[src/source/dmac_bus_pkg.sv]
package dmac_bus_pkg;

   // control word and byte address widths
   localparam int DATA_W = 32;
   localparam int ADDR_W = 32;

   // one memory beat holds two control-width lanes
   localparam int BEAT_W = 2 * DATA_W;

   typedef logic [DATA_W-1:0] data_t;
   typedef logic [ADDR_W-1:0] addr_t;
   typedef logic [BEAT_W-1:0] beat_t;

   // address step per beat
   localparam addr_t BEAT_BYTES = addr_t'(BEAT_W / 8);

endpackage

[src/source/dmac_reg_pkg.sv]
package dmac_reg_pkg;

   localparam int NB_CHAN = 2;

   // byte distance between channel register blocks
   localparam dmac_bus_pkg::addr_t CHAN_STRIDE = 32'h100;

   // register byte offsets inside one block
   localparam logic [5:0] REG_SRC    = 6'd0;
   localparam logic [5:0] REG_DST    = 6'd4;
   localparam logic [5:0] REG_CMD    = 6'd8;
   localparam logic [5:0] REG_STATUS = 6'd12;

   localparam int LEN_W = 16;

   // engine state codes
   localparam logic [2:0] ST_IDLE      = 3'd0;
   localparam logic [2:0] ST_READ      = 3'd1;
   localparam logic [2:0] ST_WAIT_DATA = 3'd2;
   localparam logic [2:0] ST_WRITE     = 3'd3;
   localparam logic [2:0] ST_FINISH    = 3'd4;

   typedef struct packed {
      logic [dmac_bus_pkg::DATA_W-LEN_W-2:0] reserved;
      logic                                  start;
      logic [LEN_W-1:0]                      len;
   } cmd_fields_t;

   // command word, kept raw in the register file
   typedef union packed {
      dmac_bus_pkg::data_t raw;
      cmd_fields_t         fields;
   } cmd_word_u;

   typedef logic chan_sel_t;

endpackage

[src/source/dmac_ifs.sv]
`timescale 1ns/1ns

//************************************************************
// memory initiator bus with req/gnt/r_valid
//************************************************************
interface dmac_mem_if;
   logic                req;
   // high means read
   logic                wen;
   dmac_bus_pkg::addr_t add;
   dmac_bus_pkg::beat_t wdata;
   logic                gnt;
   logic                r_valid;
   dmac_bus_pkg::beat_t r_rdata;

   modport initiator (
      output req, wen, add, wdata,
      input  gnt, r_valid, r_rdata
   );

   modport target (
      input  req, wen, add, wdata,
      output gnt, r_valid, r_rdata
   );
endinterface

//************************************************************
// register access strobes from the router to one channel
//************************************************************
interface dmac_reg_if;
   logic                we;
   logic                re;
   // word offset inside the channel block
   logic [3:0]          offset;
   dmac_bus_pkg::data_t wdata;
   dmac_bus_pkg::data_t rdata;

   modport router (output we, re, offset, wdata, input rdata);
   modport regs   (input we, re, offset, wdata, output rdata);
endinterface

[src/source/beat_counter.sv]
`timescale 1ns/1ns

module beat_counter (
   input  logic                           clk_dma_i,
   input  logic                           rst_i,
   input  logic                           load_i,
   input  logic                           step_i,
   input  logic [dmac_reg_pkg::LEN_W-1:0] len_i,
   output dmac_bus_pkg::addr_t            offset_o,
   output logic                           last_o,
   output logic                           empty_o
);

   logic [dmac_reg_pkg::LEN_W-1:0] remain_q;
   dmac_bus_pkg::addr_t            offset_q;

   always_ff @(posedge clk_dma_i)
   begin
      if (rst_i)
      begin
         remain_q <= '0;
         offset_q <= '0;
      end
      else if (load_i)
      begin
         remain_q <= len_i;
         offset_q <= '0;
      end
      else if (step_i)
      begin
         // one beat written, move to the next one
         remain_q <= remain_q - 1;
         offset_q <= offset_q + dmac_bus_pkg::BEAT_BYTES;
      end
   end

   assign offset_o = offset_q;
   assign last_o   = (remain_q == 1);
   assign empty_o  = (remain_q == 0);

endmodule

[src/source/ctrl_router.sv]
`timescale 1ns/1ns

module ctrl_router (
   input  logic                clk_dma_i,
   input  logic                rst_i,
   input  logic                ctrl_req_i,
   input  logic                ctrl_wen_i,
   input  dmac_bus_pkg::addr_t ctrl_add_i,
   input  dmac_bus_pkg::data_t ctrl_wdata_i,
   output logic                ctrl_gnt_o,
   output logic                ctrl_r_valid_o,
   output dmac_bus_pkg::data_t ctrl_r_rdata_o,
   dmac_reg_if.router          reg_bus [dmac_reg_pkg::NB_CHAN-1:0]
);

   logic                    in_range;
   dmac_reg_pkg::chan_sel_t chan_sel;
   dmac_reg_pkg::chan_sel_t rd_chan_q;
   logic                    rd_oor_q;
   dmac_bus_pkg::data_t     chan_rdata [dmac_reg_pkg::NB_CHAN];

   // target never stalls
   assign ctrl_gnt_o = ctrl_req_i;

   assign in_range = ctrl_add_i < (dmac_bus_pkg::addr_t'(dmac_reg_pkg::NB_CHAN)
                                   * dmac_reg_pkg::CHAN_STRIDE);
   assign chan_sel = ctrl_add_i[$clog2(dmac_reg_pkg::CHAN_STRIDE)];

   for (genvar c = 0; c < dmac_reg_pkg::NB_CHAN; c++)
   begin : g_chan
      logic hit;

      assign hit               = ctrl_req_i & in_range
                                 & (chan_sel == dmac_reg_pkg::chan_sel_t'(c));
      assign reg_bus[c].we     = hit & ~ctrl_wen_i;
      assign reg_bus[c].re     = hit & ctrl_wen_i;
      assign reg_bus[c].offset = ctrl_add_i[5:2];
      assign reg_bus[c].wdata  = ctrl_wdata_i;
      assign chan_rdata[c]     = reg_bus[c].rdata;
   end

   // read response one cycle after the grant
   always_ff @(posedge clk_dma_i)
   begin
      if (rst_i)
      begin
         ctrl_r_valid_o <= 1'b0;
         rd_chan_q      <= '0;
         rd_oor_q       <= 1'b0;
      end
      else
      begin
         ctrl_r_valid_o <= ctrl_req_i & ctrl_wen_i;
         if (ctrl_req_i && ctrl_wen_i)
         begin
            rd_chan_q <= chan_sel;
            rd_oor_q  <= ~in_range;
         end
      end
   end

   // out of range reads come back as zero
   assign ctrl_r_rdata_o = rd_oor_q ? '0 : chan_rdata[rd_chan_q];

endmodule

[src/source/dma_channel.sv]
`timescale 1ns/1ns

module dma_channel (
   input  logic          clk_dma_i,
   input  logic          rst_i,
   dmac_reg_if.regs      reg_bus,
   dmac_mem_if.initiator mem
);

   dmac_bus_pkg::addr_t     src;
   dmac_bus_pkg::addr_t     dst;
   dmac_bus_pkg::addr_t     offset;
   dmac_reg_pkg::cmd_word_u cmd;
   dmac_bus_pkg::beat_t     beat_q;
   logic                    start;
   logic                    load;
   logic                    step;
   logic                    capture;
   logic                    done;
   logic                    rd_req;
   logic                    wr_req;
   logic                    last;
   logic                    empty;

   dma_regs u_regs (
      .clk_dma_i         (clk_dma_i),
      .rst_i             (rst_i),
      .reg_bus           (reg_bus),
      .last_write_done_i (done),
      .src_o             (src),
      .dst_o             (dst),
      .cmd_o             (cmd),
      .start_o           (start)
   );

   beat_counter u_count (
      .clk_dma_i (clk_dma_i),
      .rst_i     (rst_i),
      .load_i    (load),
      .step_i    (step),
      .len_i     (cmd.fields.len),
      .offset_o  (offset),
      .last_o    (last),
      .empty_o   (empty)
   );

   dma_fsm u_fsm (
      .clk_dma_i     (clk_dma_i),
      .rst_i         (rst_i),
      .start_i       (start),
      .empty_i       (empty),
      .last_i        (last),
      .mem_gnt_i     (mem.gnt),
      .mem_r_valid_i (mem.r_valid),
      .rd_req_o      (rd_req),
      .wr_req_o      (wr_req),
      .load_o        (load),
      .step_o        (step),
      .capture_o     (capture),
      .done_o        (done)
   );

   // beat buffer between the read and the write
   always_ff @(posedge clk_dma_i)
   begin
      if (capture)
         beat_q <= mem.r_rdata;
   end

   assign mem.req   = rd_req | wr_req;
   assign mem.wen   = rd_req;
   assign mem.add   = rd_req ? (src + offset) : (dst + offset);
   assign mem.wdata = beat_q;

endmodule

[src/source/dma_fsm.sv]
`timescale 1ns/1ns

module dma_fsm (
   input  logic clk_dma_i,
   input  logic rst_i,
   input  logic start_i,
   input  logic empty_i,
   input  logic last_i,
   input  logic mem_gnt_i,
   input  logic mem_r_valid_i,
   output logic rd_req_o,
   output logic wr_req_o,
   output logic load_o,
   output logic step_o,
   output logic capture_o,
   output logic done_o
);

   logic [2:0] state_q;
   logic [2:0] state_d;

   always_ff @(posedge clk_dma_i)
   begin
      if (rst_i)
         state_q <= dmac_reg_pkg::ST_IDLE;
      else
         state_q <= state_d;
   end

   // requests depend on the state only, never on the grant
   assign rd_req_o = (state_q == dmac_reg_pkg::ST_READ) & ~empty_i;
   assign wr_req_o = (state_q == dmac_reg_pkg::ST_WRITE);

   always_comb
   begin
      state_d   = state_q;
      load_o    = 1'b0;
      step_o    = 1'b0;
      capture_o = 1'b0;
      done_o    = 1'b0;
      case (state_q)
         dmac_reg_pkg::ST_IDLE:
         begin
            if (start_i)
            begin
               load_o  = 1'b1;
               state_d = dmac_reg_pkg::ST_READ;
            end
         end
         dmac_reg_pkg::ST_READ:
         begin
            // zero length finishes without touching memory
            if (empty_i)
            begin
               done_o  = 1'b1;
               state_d = dmac_reg_pkg::ST_FINISH;
            end
            else if (mem_gnt_i)
               state_d = dmac_reg_pkg::ST_WAIT_DATA;
         end
         dmac_reg_pkg::ST_WAIT_DATA:
         begin
            if (mem_r_valid_i)
            begin
               capture_o = 1'b1;
               state_d   = dmac_reg_pkg::ST_WRITE;
            end
         end
         dmac_reg_pkg::ST_WRITE:
         begin
            if (mem_gnt_i)
            begin
               step_o = 1'b1;
               if (last_i)
               begin
                  done_o  = 1'b1;
                  state_d = dmac_reg_pkg::ST_FINISH;
               end
               else
                  state_d = dmac_reg_pkg::ST_READ;
            end
         end
         // status settles here before a new start
         dmac_reg_pkg::ST_FINISH: state_d = dmac_reg_pkg::ST_IDLE;
         default: state_d = dmac_reg_pkg::ST_IDLE;
      endcase
   end

endmodule

[src/source/dma_regs.sv]
`timescale 1ns/1ns

module dma_regs (
   input  logic                    clk_dma_i,
   input  logic                    rst_i,
   dmac_reg_if.regs                reg_bus,
   input  logic                    last_write_done_i,
   output dmac_bus_pkg::addr_t     src_o,
   output dmac_bus_pkg::addr_t     dst_o,
   output dmac_reg_pkg::cmd_word_u cmd_o,
   output logic                    start_o
);

   dmac_bus_pkg::addr_t     src_q;
   dmac_bus_pkg::addr_t     dst_q;
   dmac_reg_pkg::cmd_word_u cmd_q;
   dmac_reg_pkg::cmd_word_u cmd_wr;
   logic                    busy_q;
   logic                    done_q;
   logic                    start_q;
   logic [3:0]              rd_off_q;

   assign cmd_wr.raw = reg_bus.wdata;

   always_ff @(posedge clk_dma_i)
   begin
      if (rst_i)
      begin
         src_q    <= '0;
         dst_q    <= '0;
         cmd_q    <= '0;
         busy_q   <= 1'b0;
         done_q   <= 1'b0;
         start_q  <= 1'b0;
         rd_off_q <= '0;
      end
      else
      begin
         start_q <= 1'b0;
         if (reg_bus.re)
            rd_off_q <= reg_bus.offset;
         if (reg_bus.we)
         begin
            case ({reg_bus.offset, 2'b00})
               dmac_reg_pkg::REG_SRC: src_q <= reg_bus.wdata;
               dmac_reg_pkg::REG_DST: dst_q <= reg_bus.wdata;
               dmac_reg_pkg::REG_CMD:
               begin
                  // a running copy keeps its command
                  if (!busy_q)
                  begin
                     cmd_q <= cmd_wr;
                     if (cmd_wr.fields.start)
                     begin
                        start_q <= 1'b1;
                        busy_q  <= 1'b1;
                        done_q  <= 1'b0;
                     end
                  end
               end
               default: ;
            endcase
         end
         if (last_write_done_i)
         begin
            busy_q <= 1'b0;
            done_q <= 1'b1;
         end
      end
   end

   // read-back word for the offset latched by the last read
   always_comb
   begin
      reg_bus.rdata = '0;
      case ({rd_off_q, 2'b00})
         dmac_reg_pkg::REG_SRC:    reg_bus.rdata = src_q;
         dmac_reg_pkg::REG_DST:    reg_bus.rdata = dst_q;
         dmac_reg_pkg::REG_CMD:    reg_bus.rdata = cmd_q.raw;
         dmac_reg_pkg::REG_STATUS: reg_bus.rdata[1:0] = {done_q, busy_q};
         default: ;
      endcase
   end

   assign src_o   = src_q;
   assign dst_o   = dst_q;
   assign cmd_o   = cmd_q;
   assign start_o = start_q;

endmodule

[src/source/dmac_per_wrap.sv]
`timescale 1ns/1ns

module dmac_per_wrap (
   input  logic                clk_dma_i,
   input  logic                rst_i,

   // control target
   input  logic                ctrl_req_i,
   input  logic                ctrl_wen_i,
   input  dmac_bus_pkg::addr_t ctrl_add_i,
   input  dmac_bus_pkg::data_t ctrl_wdata_i,
   output logic                ctrl_gnt_o,
   output logic                ctrl_r_valid_o,
   output dmac_bus_pkg::data_t ctrl_r_rdata_o,

   // memory initiator
   output logic                mem_req_o,
   output logic                mem_wen_o,
   output dmac_bus_pkg::addr_t mem_add_o,
   output dmac_bus_pkg::beat_t mem_wdata_o,
   input  logic                mem_gnt_i,
   input  logic                mem_r_valid_i,
   input  dmac_bus_pkg::beat_t mem_r_rdata_i
);

   dmac_reg_if reg_bus [dmac_reg_pkg::NB_CHAN-1:0] ();
   dmac_mem_if mem_bus [dmac_reg_pkg::NB_CHAN-1:0] ();

   //************************************************************
   // control decode
   //************************************************************
   ctrl_router u_router (
      .clk_dma_i      (clk_dma_i),
      .rst_i          (rst_i),
      .ctrl_req_i     (ctrl_req_i),
      .ctrl_wen_i     (ctrl_wen_i),
      .ctrl_add_i     (ctrl_add_i),
      .ctrl_wdata_i   (ctrl_wdata_i),
      .ctrl_gnt_o     (ctrl_gnt_o),
      .ctrl_r_valid_o (ctrl_r_valid_o),
      .ctrl_r_rdata_o (ctrl_r_rdata_o),
      .reg_bus        (reg_bus)
   );

   //************************************************************
   // channels and memory port sharing
   //************************************************************
   for (genvar c = 0; c < dmac_reg_pkg::NB_CHAN; c++)
   begin : g_chan
      dma_channel u_chan (
         .clk_dma_i (clk_dma_i),
         .rst_i     (rst_i),
         .reg_bus   (reg_bus[c]),
         .mem       (mem_bus[c])
      );
   end

   mem_arbiter u_arb (
      .clk_dma_i     (clk_dma_i),
      .rst_i         (rst_i),
      .chan          (mem_bus),
      .mem_req_o     (mem_req_o),
      .mem_wen_o     (mem_wen_o),
      .mem_add_o     (mem_add_o),
      .mem_wdata_o   (mem_wdata_o),
      .mem_gnt_i     (mem_gnt_i),
      .mem_r_valid_i (mem_r_valid_i),
      .mem_r_rdata_i (mem_r_rdata_i)
   );

endmodule

[src/source/mem_arbiter.sv]
`timescale 1ns/1ns

module mem_arbiter (
   input  logic                clk_dma_i,
   input  logic                rst_i,
   dmac_mem_if.target          chan [dmac_reg_pkg::NB_CHAN-1:0],
   output logic                mem_req_o,
   output logic                mem_wen_o,
   output dmac_bus_pkg::addr_t mem_add_o,
   output dmac_bus_pkg::beat_t mem_wdata_o,
   input  logic                mem_gnt_i,
   input  logic                mem_r_valid_i,
   input  dmac_bus_pkg::beat_t mem_r_rdata_i
);

   logic [dmac_reg_pkg::NB_CHAN-1:0] req;
   logic [dmac_reg_pkg::NB_CHAN-1:0] wen;
   dmac_bus_pkg::addr_t              add   [dmac_reg_pkg::NB_CHAN];
   dmac_bus_pkg::beat_t              wdata [dmac_reg_pkg::NB_CHAN];
   dmac_reg_pkg::chan_sel_t          prio_q;
   dmac_reg_pkg::chan_sel_t          sel_q;
   dmac_reg_pkg::chan_sel_t          rr_pick;
   dmac_reg_pkg::chan_sel_t          pick;
   logic                             hold_q;
   logic                             rd_pend_q;
   dmac_reg_pkg::chan_sel_t          rd_owner_q;

   // priority channel first, else the other one
   assign rr_pick = req[prio_q] ? prio_q : ~prio_q;
   // a waiting request keeps the port until granted
   assign pick    = hold_q ? sel_q : rr_pick;

   assign mem_req_o   = |req;
   assign mem_wen_o   = wen[pick];
   assign mem_add_o   = add[pick];
   assign mem_wdata_o = wdata[pick];

   for (genvar c = 0; c < dmac_reg_pkg::NB_CHAN; c++)
   begin : g_chan
      assign req[c]          = chan[c].req;
      assign wen[c]          = chan[c].wen;
      assign add[c]          = chan[c].add;
      assign wdata[c]        = chan[c].wdata;
      assign chan[c].gnt     = mem_gnt_i & req[c] & (pick == dmac_reg_pkg::chan_sel_t'(c));
      assign chan[c].r_valid = mem_r_valid_i & rd_pend_q
                               & (rd_owner_q == dmac_reg_pkg::chan_sel_t'(c));
      assign chan[c].r_rdata = mem_r_rdata_i;
   end

   always_ff @(posedge clk_dma_i)
   begin
      if (rst_i)
      begin
         prio_q     <= '0;
         sel_q      <= '0;
         hold_q     <= 1'b0;
         rd_pend_q  <= 1'b0;
         rd_owner_q <= '0;
      end
      else
      begin
         hold_q    <= mem_req_o & ~mem_gnt_i;
         sel_q     <= pick;
         rd_pend_q <= mem_req_o & mem_gnt_i & mem_wen_o;
         if (mem_req_o && mem_gnt_i)
         begin
            prio_q     <= ~pick;
            rd_owner_q <= pick;
         end
      end
   end

endmodule

[config.mk]
export PLATFORM = sky130hd
export DESIGN_NAME = dmac_per_wrap
export DESIGN_NICKNAME = d
export VERILOG_FILES = /design/src/source/dmac_bus_pkg.sv /design/src/source/dmac_reg_pkg.sv /design/src/source/dmac_ifs.sv /design/src/source/beat_counter.sv /design/src/source/ctrl_router.sv /design/src/source/dma_channel.sv /design/src/source/dma_fsm.sv /design/src/source/dma_regs.sv /design/src/source/dmac_per_wrap.sv /design/src/source/mem_arbiter.sv
export SDC_FILE = /design/constraint.sdc
export NUM_CORES = 1
export LEC_CHECK = 0
export ABC_AREA = 1
export BUFFER_PORTS_ARGS = -buffer_cell sky130_fd_sc_hd__buf_4
export CAP_MARGIN = 20
export CORE_UTILIZATION = 54
export CTS_CLUSTER_DIAMETER = 150
export CTS_CLUSTER_SIZE = 10
export DETAILED_ROUTE_END_ITERATION = 7
export GPL_TIMING_DRIVEN = 0
export PLACE_DENSITY_LB_ADDON = 0.25
export SYNTH_ARGS = -nofsm -noshare
export SYNTH_HDL_FRONTEND = slang
export SYNTH_SLANG_ARGS = --single-unit
[constraint.sdc]
create_clock -name clk_dma_i -period 11.77 [get_ports clk_dma_i]
set_input_delay 0.5885 -clock clk_dma_i [delete_from_list [all_inputs] [get_ports clk_dma_i]]
set_output_delay 0.5885 -clock clk_dma_i [all_outputs]
set_load 0.03 [all_outputs]
==> run metrics, run 1 <==
Sink Count=438; post-synthesis compound-gate area fraction=0.205; RSZ-0062 raised after global routing=false; Area growth syn-to-layout=17.5%; Hold Path Origin=mem_gnt_i; Pre-antenna DRT Iters=8; Setup crit start kind=register; root buf cell=clkbuf_16; DRC=0; I/O Pins=266; Routed Antenna Nets=0; Max Cap Viol=0; worst hold path type=in2reg; Setup crit end kind=output port; global placer's final weighted congestion=1.04; worst slew pin tran=0.992 ns; largest family of logic cells by synthesized area=simple AND/OR/NAND/NOR gates; PostCTS Resize Cnt=0; Final Critical Period=6.38 ns; sequential-to-total area share from yosys stat=0.423; worst reg2reg setup slack=9.13 ns; setup TNS=0 ns; Synth Area in Simple Gates=0.223; number of buffers on the longest clock path=3; hold path cells=2; worst r2r dst=u_arb.prio_q; via count=24500; Critical Path RT=11.18 ns; CTS tree=done; hold slack=0.151 ns; M1 GR Usage=0.487; Post-synth EDFFs=128; area used by multi-input combinational logic=11900 um^2; Critical Path, Cell by Cell=inv_1, ha_1, nand2_1, nor2_2, nand2_1, nand2_2, clkbuf_1, buf_1, nand2_1, o21ai_0, ha_1, inv_1, fa_1, o21ai_0, a21boi_0, o21ai_0, nand3_1, nand3b_1, nand3_1, o21ai_1, buf_4; Power Dens Cells=111 nW/um^2; final hold violations=0; CP top delay family=compound AO/OA/AOI/OAI gates; dominant synthesized flop cell=dfxtp_1; share of layout cells above drive strength 1=0.114; DP Wirelength=67000 um; Crit path arrival time=5.79 ns; clock slew seen by the registers of the worst setup and hold paths=0.06 ns; pin count of the biggest net entering global routing=32; Worst Hold Path EP=u_arb.hold_q; CORE AREA=43200 um^2; post-cts hold buffer count=0; Fill cells=3907; slowest cell delay on critical path=0.53 ns; synth warn=0; mux share of post-synthesis cell area=0.000422; Vias/cell=5.88; CP bufs+invs=5; syn_nets=3439; Max Clock Freq=0.157 GHz; Mean Syn Cell Area=7.34 um^2; critical path fanouts, max=10; H-tree levels=2; R2R cell count=13; n_diodes=0; crit share post-route=0.542; global-route wire length before repair=130000 um; Post-Syn Instances=3235; Cell variety after synth=48; number of setup buffers added after CTS=0; grt ovf=0; Rows=76; pre-CTS setup slack=6.14 ns; post-route setup slack=5.39 ns; P_leak=11.4 nW; Non-Filler Instances=4161; Clock Skews=0.0296 ns; outcome=completed; Slew HR=0.334; Synth Area in Adders=0.0375; chip width=212 um; initial core utilization=0.550; Finish-stage setup viols=0; CP max-delay cell=buf_1; WS Path Type=reg2out; vias in the first global route=23100; Total Wirelength=87300 um; Post-Syn Area=23700 um^2; #FFs+latches synth=438; worst-skew pair later-pin latency=0.60 ns; Final #Nets=3763; Port Buffers=261; Post-Synth XOR/XNOR Area=0.0336; antenna violations before repair=0; busiest grt layer=met2; CTS Buf Count=49; die height=212 um; total die area=44800 um^2; met2 Track Usage GR=0.598; Synth async-reset ratio=0; DR iter-0 viols=3157; total track usage=0.383; DR WL/cell=21.0 um; register area=10000 um^2; Placed Instances=4092; FF-to-FF Start=g_chan[0].u_chan.u_count.remain_q[10]; Pins Over Slew Limit=0; maximum vdd drop=0.000128 V; met3 Usage GRT=0.0881
## layout make-up
cell class / count / area share
buffer: 150 / 0.0229
clock buffer: 66 / 0.0466
clock inverter: 2 / 0.00166
inverter: 318 / 0.0428
multi-input combinational: 2329 / 0.425
sequential: 438 / 0.360
tap: 585 / 0.0262
timing repair buffer: 273 / 0.0742
## state kept, by name, summed over array words and instances, names as in the netlist, 6 cells and up
| signal | flops |
|---|---|
| g_chan.u_chan.u_regs.cmd_o | 64 |
| g_chan.u_chan.u_count.offset_o | 58 |
| g_chan.u_chan.u_regs.src_o | 64 |
| g_chan.u_chan.u_regs.rd_off_q | 8 |
| g_chan.u_chan.mem.wdata | 128 |
| g_chan.u_chan.u_count.remain_q | 32 |
| g_chan.u_chan.u_regs.dst_o | 64 |
| g_chan.u_chan.u_fsm.state_q | 6 |
## synthesized netlist by cell type, types with 31 or more instances
cell type / n / share of area
inv_1: 313 / 0.049
ha_1: 68 / 0.036
a21oi_1: 350 / 0.074
xor2_1: 61 / 0.023
clkbuf_1: 112 / 0.018
dfxtp_1: 310 / 0.26
o21ai_0: 397 / 0.084
nand3_1: 107 / 0.023
nand4_1: 34 / 0.0090
o22ai_1: 31 / 0.0082
edfxtp_1: 128 / 0.16
nor2_1: 235 / 0.037
nor3_1: 81 / 0.017
a211oi_1: 69 / 0.022
nand2_1: 743 / 0.12
## layout by cell type, fill, tap and decap left out, types with 4 or more instances in the layout
cell / netlist / layout
nand2_2: 17 / 17
o211ai_1: 6 / 6
o21bai_1: 9 / 9
xnor2_1: 30 / 30
nand2_1: 743 / 743
a211oi_1: 69 / 69
dfxtp_1: 310 / 310
nor2_1: 235 / 234
or2_2: 7 / 7
clkbuf_1: 112 / 128
xor2_1: 61 / 61
inv_2: 5 / 5
a31oi_1: 4 / 4
nor4_1: 19 / 18
nand4_1: 34 / 34
o21a_1: 5 / 5
a21oi_1: 350 / 350
clkbuf_16: 0 / 49
nand3_1: 107 / 107
inv_1: 313 / 313
edfxtp_1: 128 / 128
o21ai_1: 4 / 4
nor3_1: 81 / 81
buf_4: 9 / 278
a21o_1: 9 / 9
a21oi_2: 10 / 10
o22ai_1: 31 / 31
nor2_2: 6 / 6
buf_1: 8 / 8
nand3b_1: 7 / 7
buf_2: 19 / 20
ha_1: 68 / 68
o21ai_0: 397 / 397
## how the worst max path moves through the flow
| stage | start | to | slack [ns] | cells past startpoint |
|---|---|---|---|---|
| global route | g_chan[1].u_chan.u_count.remain_q[0] | mem_add_o[21] | 4.87 | 21 |
| floorplan | g_chan[0].u_chan.u_fsm.state_q[2] | g_chan[0].u_chan.mem.wdata[0] | 4.42 | 5 |
| detailed placement | g_chan[1].u_chan.u_count.remain_q[0] | mem_add_o[21] | 6.14 | 21 |
| CTS | g_chan[1].u_chan.u_count.remain_q[0] | mem_add_o[21] | 5.52 | 21 |
| finish | g_chan[1].u_chan.u_count.remain_q[0] | mem_add_o[21] | 5.39 | 21 |
| global placement | g_chan[0].u_chan.u_fsm.state_q[2] | g_chan[0].u_chan.mem.wdata[63] | 0.89 | 5 |
## logic make-up after synthesis
kind of cell / count (synthesis)
xor gates and xnor gates: 91
and+or+nand+nor: 1264
buffers and inverters: 468
AOI/OAI and AO/OA: 903
DFF: 438
muxes: 1
adders and majority gates: 70
## power breakdown
group	leakage [nW]	internal (mW)	switching [mW]	total (mW)
registers	3.65	1.55	0.000368	1.55
logic	7.08	0.0540	0.104	0.158
clock network	0.648	0.762	0.618	1.38
## through the flow
stage | utilization | cell area [um^2] | power (mW)
6_report | 0.646 | 27900 | 3.09
5_1_grt | 0.646 | 27900 | 3.15
4_1_cts | 0.646 | 27900 | 3.08
3_5_place_dp | 0.615 | 26500 | 1.73
3_3_place_gp | 0.612 | 26400 | 1.73
2_1_floorplan | - | 23700 | 1.65
## metal layers
layer	wire [um]	part of all wire
met4	5180	0.059
met3	9540	0.11
met2	38400	0.44
met1	34200	0.39
met5	0	0
(Power assumes the default switching activity.)
==> inputs of run 2 (changes only) <==
clock period = 5.75 ns   (was 11.77 ns; I/O delays follow)
==> run 2 against run 1 <==
  * Sequential power up 110%
  * Via count up 2.4%
  * Clock-buffer cell count unchanged
  * Total power up 110%
  * Cell count up 1.7%
  * Critical path type unchanged
  * Critical path depth unchanged
  * Worst setup slack worse by 5.1 ns
  * Die area unchanged
  * Register-to-register slack worse by 6.1 ns
==> run metrics, run 2 (synthesis results as in run 1) <==
internal power=4.88 mW; chip width=212 um; worst-skew pair later-pin latency=0.61 ns; worst reg2reg setup slack=3.01 ns; worst hold path type=in2reg; met2 Track Usage GR=0.628; busiest grt layer=met2; WS Path Type=reg2out; pin count of the biggest net entering global routing=33; DP Wirelength=66100 um; root buf cell=clkbuf_16; die height=212 um; hold path cells=3; R2R cell count=11; critical path fanouts, max=10; Slew HR=0.328; DR iter-0 viols=2829; worst r2r dst=g_chan[1].u_chan.u_count.offset_o[30]; Pins Over Slew Limit=0; via count=25100; Gate power share=0.058; DR WL/cell=21.1 um; commonest cells after routing, fill and taps aside=nand2_1, o21ai_0, a21oi_1, inv_1, dfxtp_1; Sw Pwr=1.50 mW; DRC=0; total die area=44800 um^2; Sw Ratio=0.235; Max Clock Freq=0.183 GHz; Power Dens Cells=223 nW/um^2; CTS Buf Count=49; Finished Core Util=0.664; I/O Pins=266; Finish-stage setup viols=0; number of buffers on the longest clock path=3; dpl cell area=26600 um^2; antenna violations before repair=1; Setup crit end kind=output port; initial core utilization=0.550; clock slew seen by the registers of the worst setup and hold paths=0.06 ns; Fill cells=3653; commonest non-fill, non-tap cell in the layout=nand2_1; Pwr Total=6.38 mW; worst slew pin tran=1.00 ns; Setup crit start kind=register; Non-Filler Instances=4231; setup TNS=0 ns; Sink Count=438; Vias/cell=5.92; CORE AREA=43200 um^2; n_diodes=0; sequential share of power=0.498; share of layout cells above drive strength 1=0.111; Rows=76; Routed Antenna Nets=0; Total Wirelength=89300 um; grt ovf=0; post-layout instance area=28700 um^2; FF-to-FF Start=g_chan[1].u_chan.u_count.remain_q[0]; crit share post-route=0.951; Placed Instances=4088; RSZ-0062 raised after global routing=false; clock network power share=0.444; Max Cap Viol=0; H-tree levels=2; Final #Nets=3833; Final Critical Period=5.47 ns; Pre-antenna DRT Iters=8; vias in the first global route=23900; CTS tree=done; Port Buffers=261; M1 GR Usage=0.490; post-route setup slack=0.283 ns; max reg flops=128; hold slack=0.0203 ns; Critical Path RT=5.46 ns; Area growth syn-to-layout=20.7%; global-route wire length before repair=134000 um; met3 Usage GRT=0.100; Worst Hold Path EP=g_chan[1].u_chan.u_regs.dst_o[24]; global placer's final weighted congestion=1.04; outcome=completed; total track usage=0.394; P_leak=11.7 nW; final hold violations=0; Hold Path Origin=ctrl_wdata_i[24]; Clock Skews=0.0290 ns; maximum vdd drop=0.000285 V; Crit path arrival time=5.18 ns; pre-CTS setup slack=0.376 ns
[run 2: routing by layer]
layer,wire length [um],up-vias,share of wire
met4,4910,0,0.055
li1,-,11700,-
met1,34300,11700,0.38
met2,40100,1436,0.45
met3,10000,230,0.11
met5,0,-,0
[run 2: worst max-delay path by stage]
| stage | start | endpoint | slack [ns] | cells past startpoint |
|---|---|---|---|---|
| after floorplan | g_chan[0].u_chan.u_fsm.state_q[2] | g_chan[0].u_chan.mem.wdata[0] | 1.11 | 5 |
| after global placement | g_chan[0].u_chan.u_fsm.state_q[2] | g_chan[0].u_chan.mem.wdata[2] | -0.85 | 5 |
| after detailed placement | g_chan[1].u_chan.u_count.remain_q[0] | mem_add_o[21] | 0.38 | 21 |
| after CTS | g_chan[1].u_chan.u_count.remain_q[0] | mem_add_o[21] | 0.1 | 21 |
| after global routing | g_chan[0].u_chan.u_count.remain_q[0] | mem_add_o[29] | 0.05 | 22 |
| final | g_chan[0].u_chan.u_count.remain_q[0] | mem_add_o[25] | 0.28 | 21 |
[run 2: critical path, stage by stage, from the launching register on]
cell and delay [ns]:
dfxtp_1 0.37, inv_1 0.10, ha_1 0.21, nand2_1 0.07, nor2_1 0.05, nand2_1 0.07
nand2_2 0.15, inv_2 0.20, clkbuf_1 0.49, nand2_1 0.10, nand2_1 0.15, ha_1 0.29
inv_1 0.11, fa_1 0.44, o21ai_1 0.38, a21boi_0 0.28, inv_1 0.11, a21oi_1 0.12
o21ai_0 0.39, nor2_1 0.08, o21ai_0 0.23, buf_4 0.20
[run 2: area by class of cell]
type                    count  area (um^2)  area share
multi-input cells        2329        11900       0.415
flip-flops and latches    438        10000       0.351
well taps                 585          732      0.0255
inverters                 318         1190      0.0417
clock inverters             2         46.3     0.00162
repair buffers            344         2820      0.0982
plain buffers             149          638      0.0223
clock buffers              66         1300      0.0454
[run 2: repair_timing]
| action | CTS | global route |
|---|---|---|
| setup buffers | 0 | 0 |
| endpoints found under the setup margin | 5 | 10 |
| hold buffers | 75 | 0 |
| gates resized for setup | 3 | 1 |
| endpoints found under the hold margin | 142 | 0 |
[run 2: power by group through the flow]
stage / clock network, mW / registers, mW / logic [mW]
CTS: 2.82 / 3.18 / 0.348
global route: 2.96 / 3.18 / 0.378
detailed placement: 0 / 3.24 / 0.305
finish: 2.83 / 3.18 / 0.367
global placement: 0 / 3.24 / 0.301
floorplan: 0 / 3.24 / 0.125
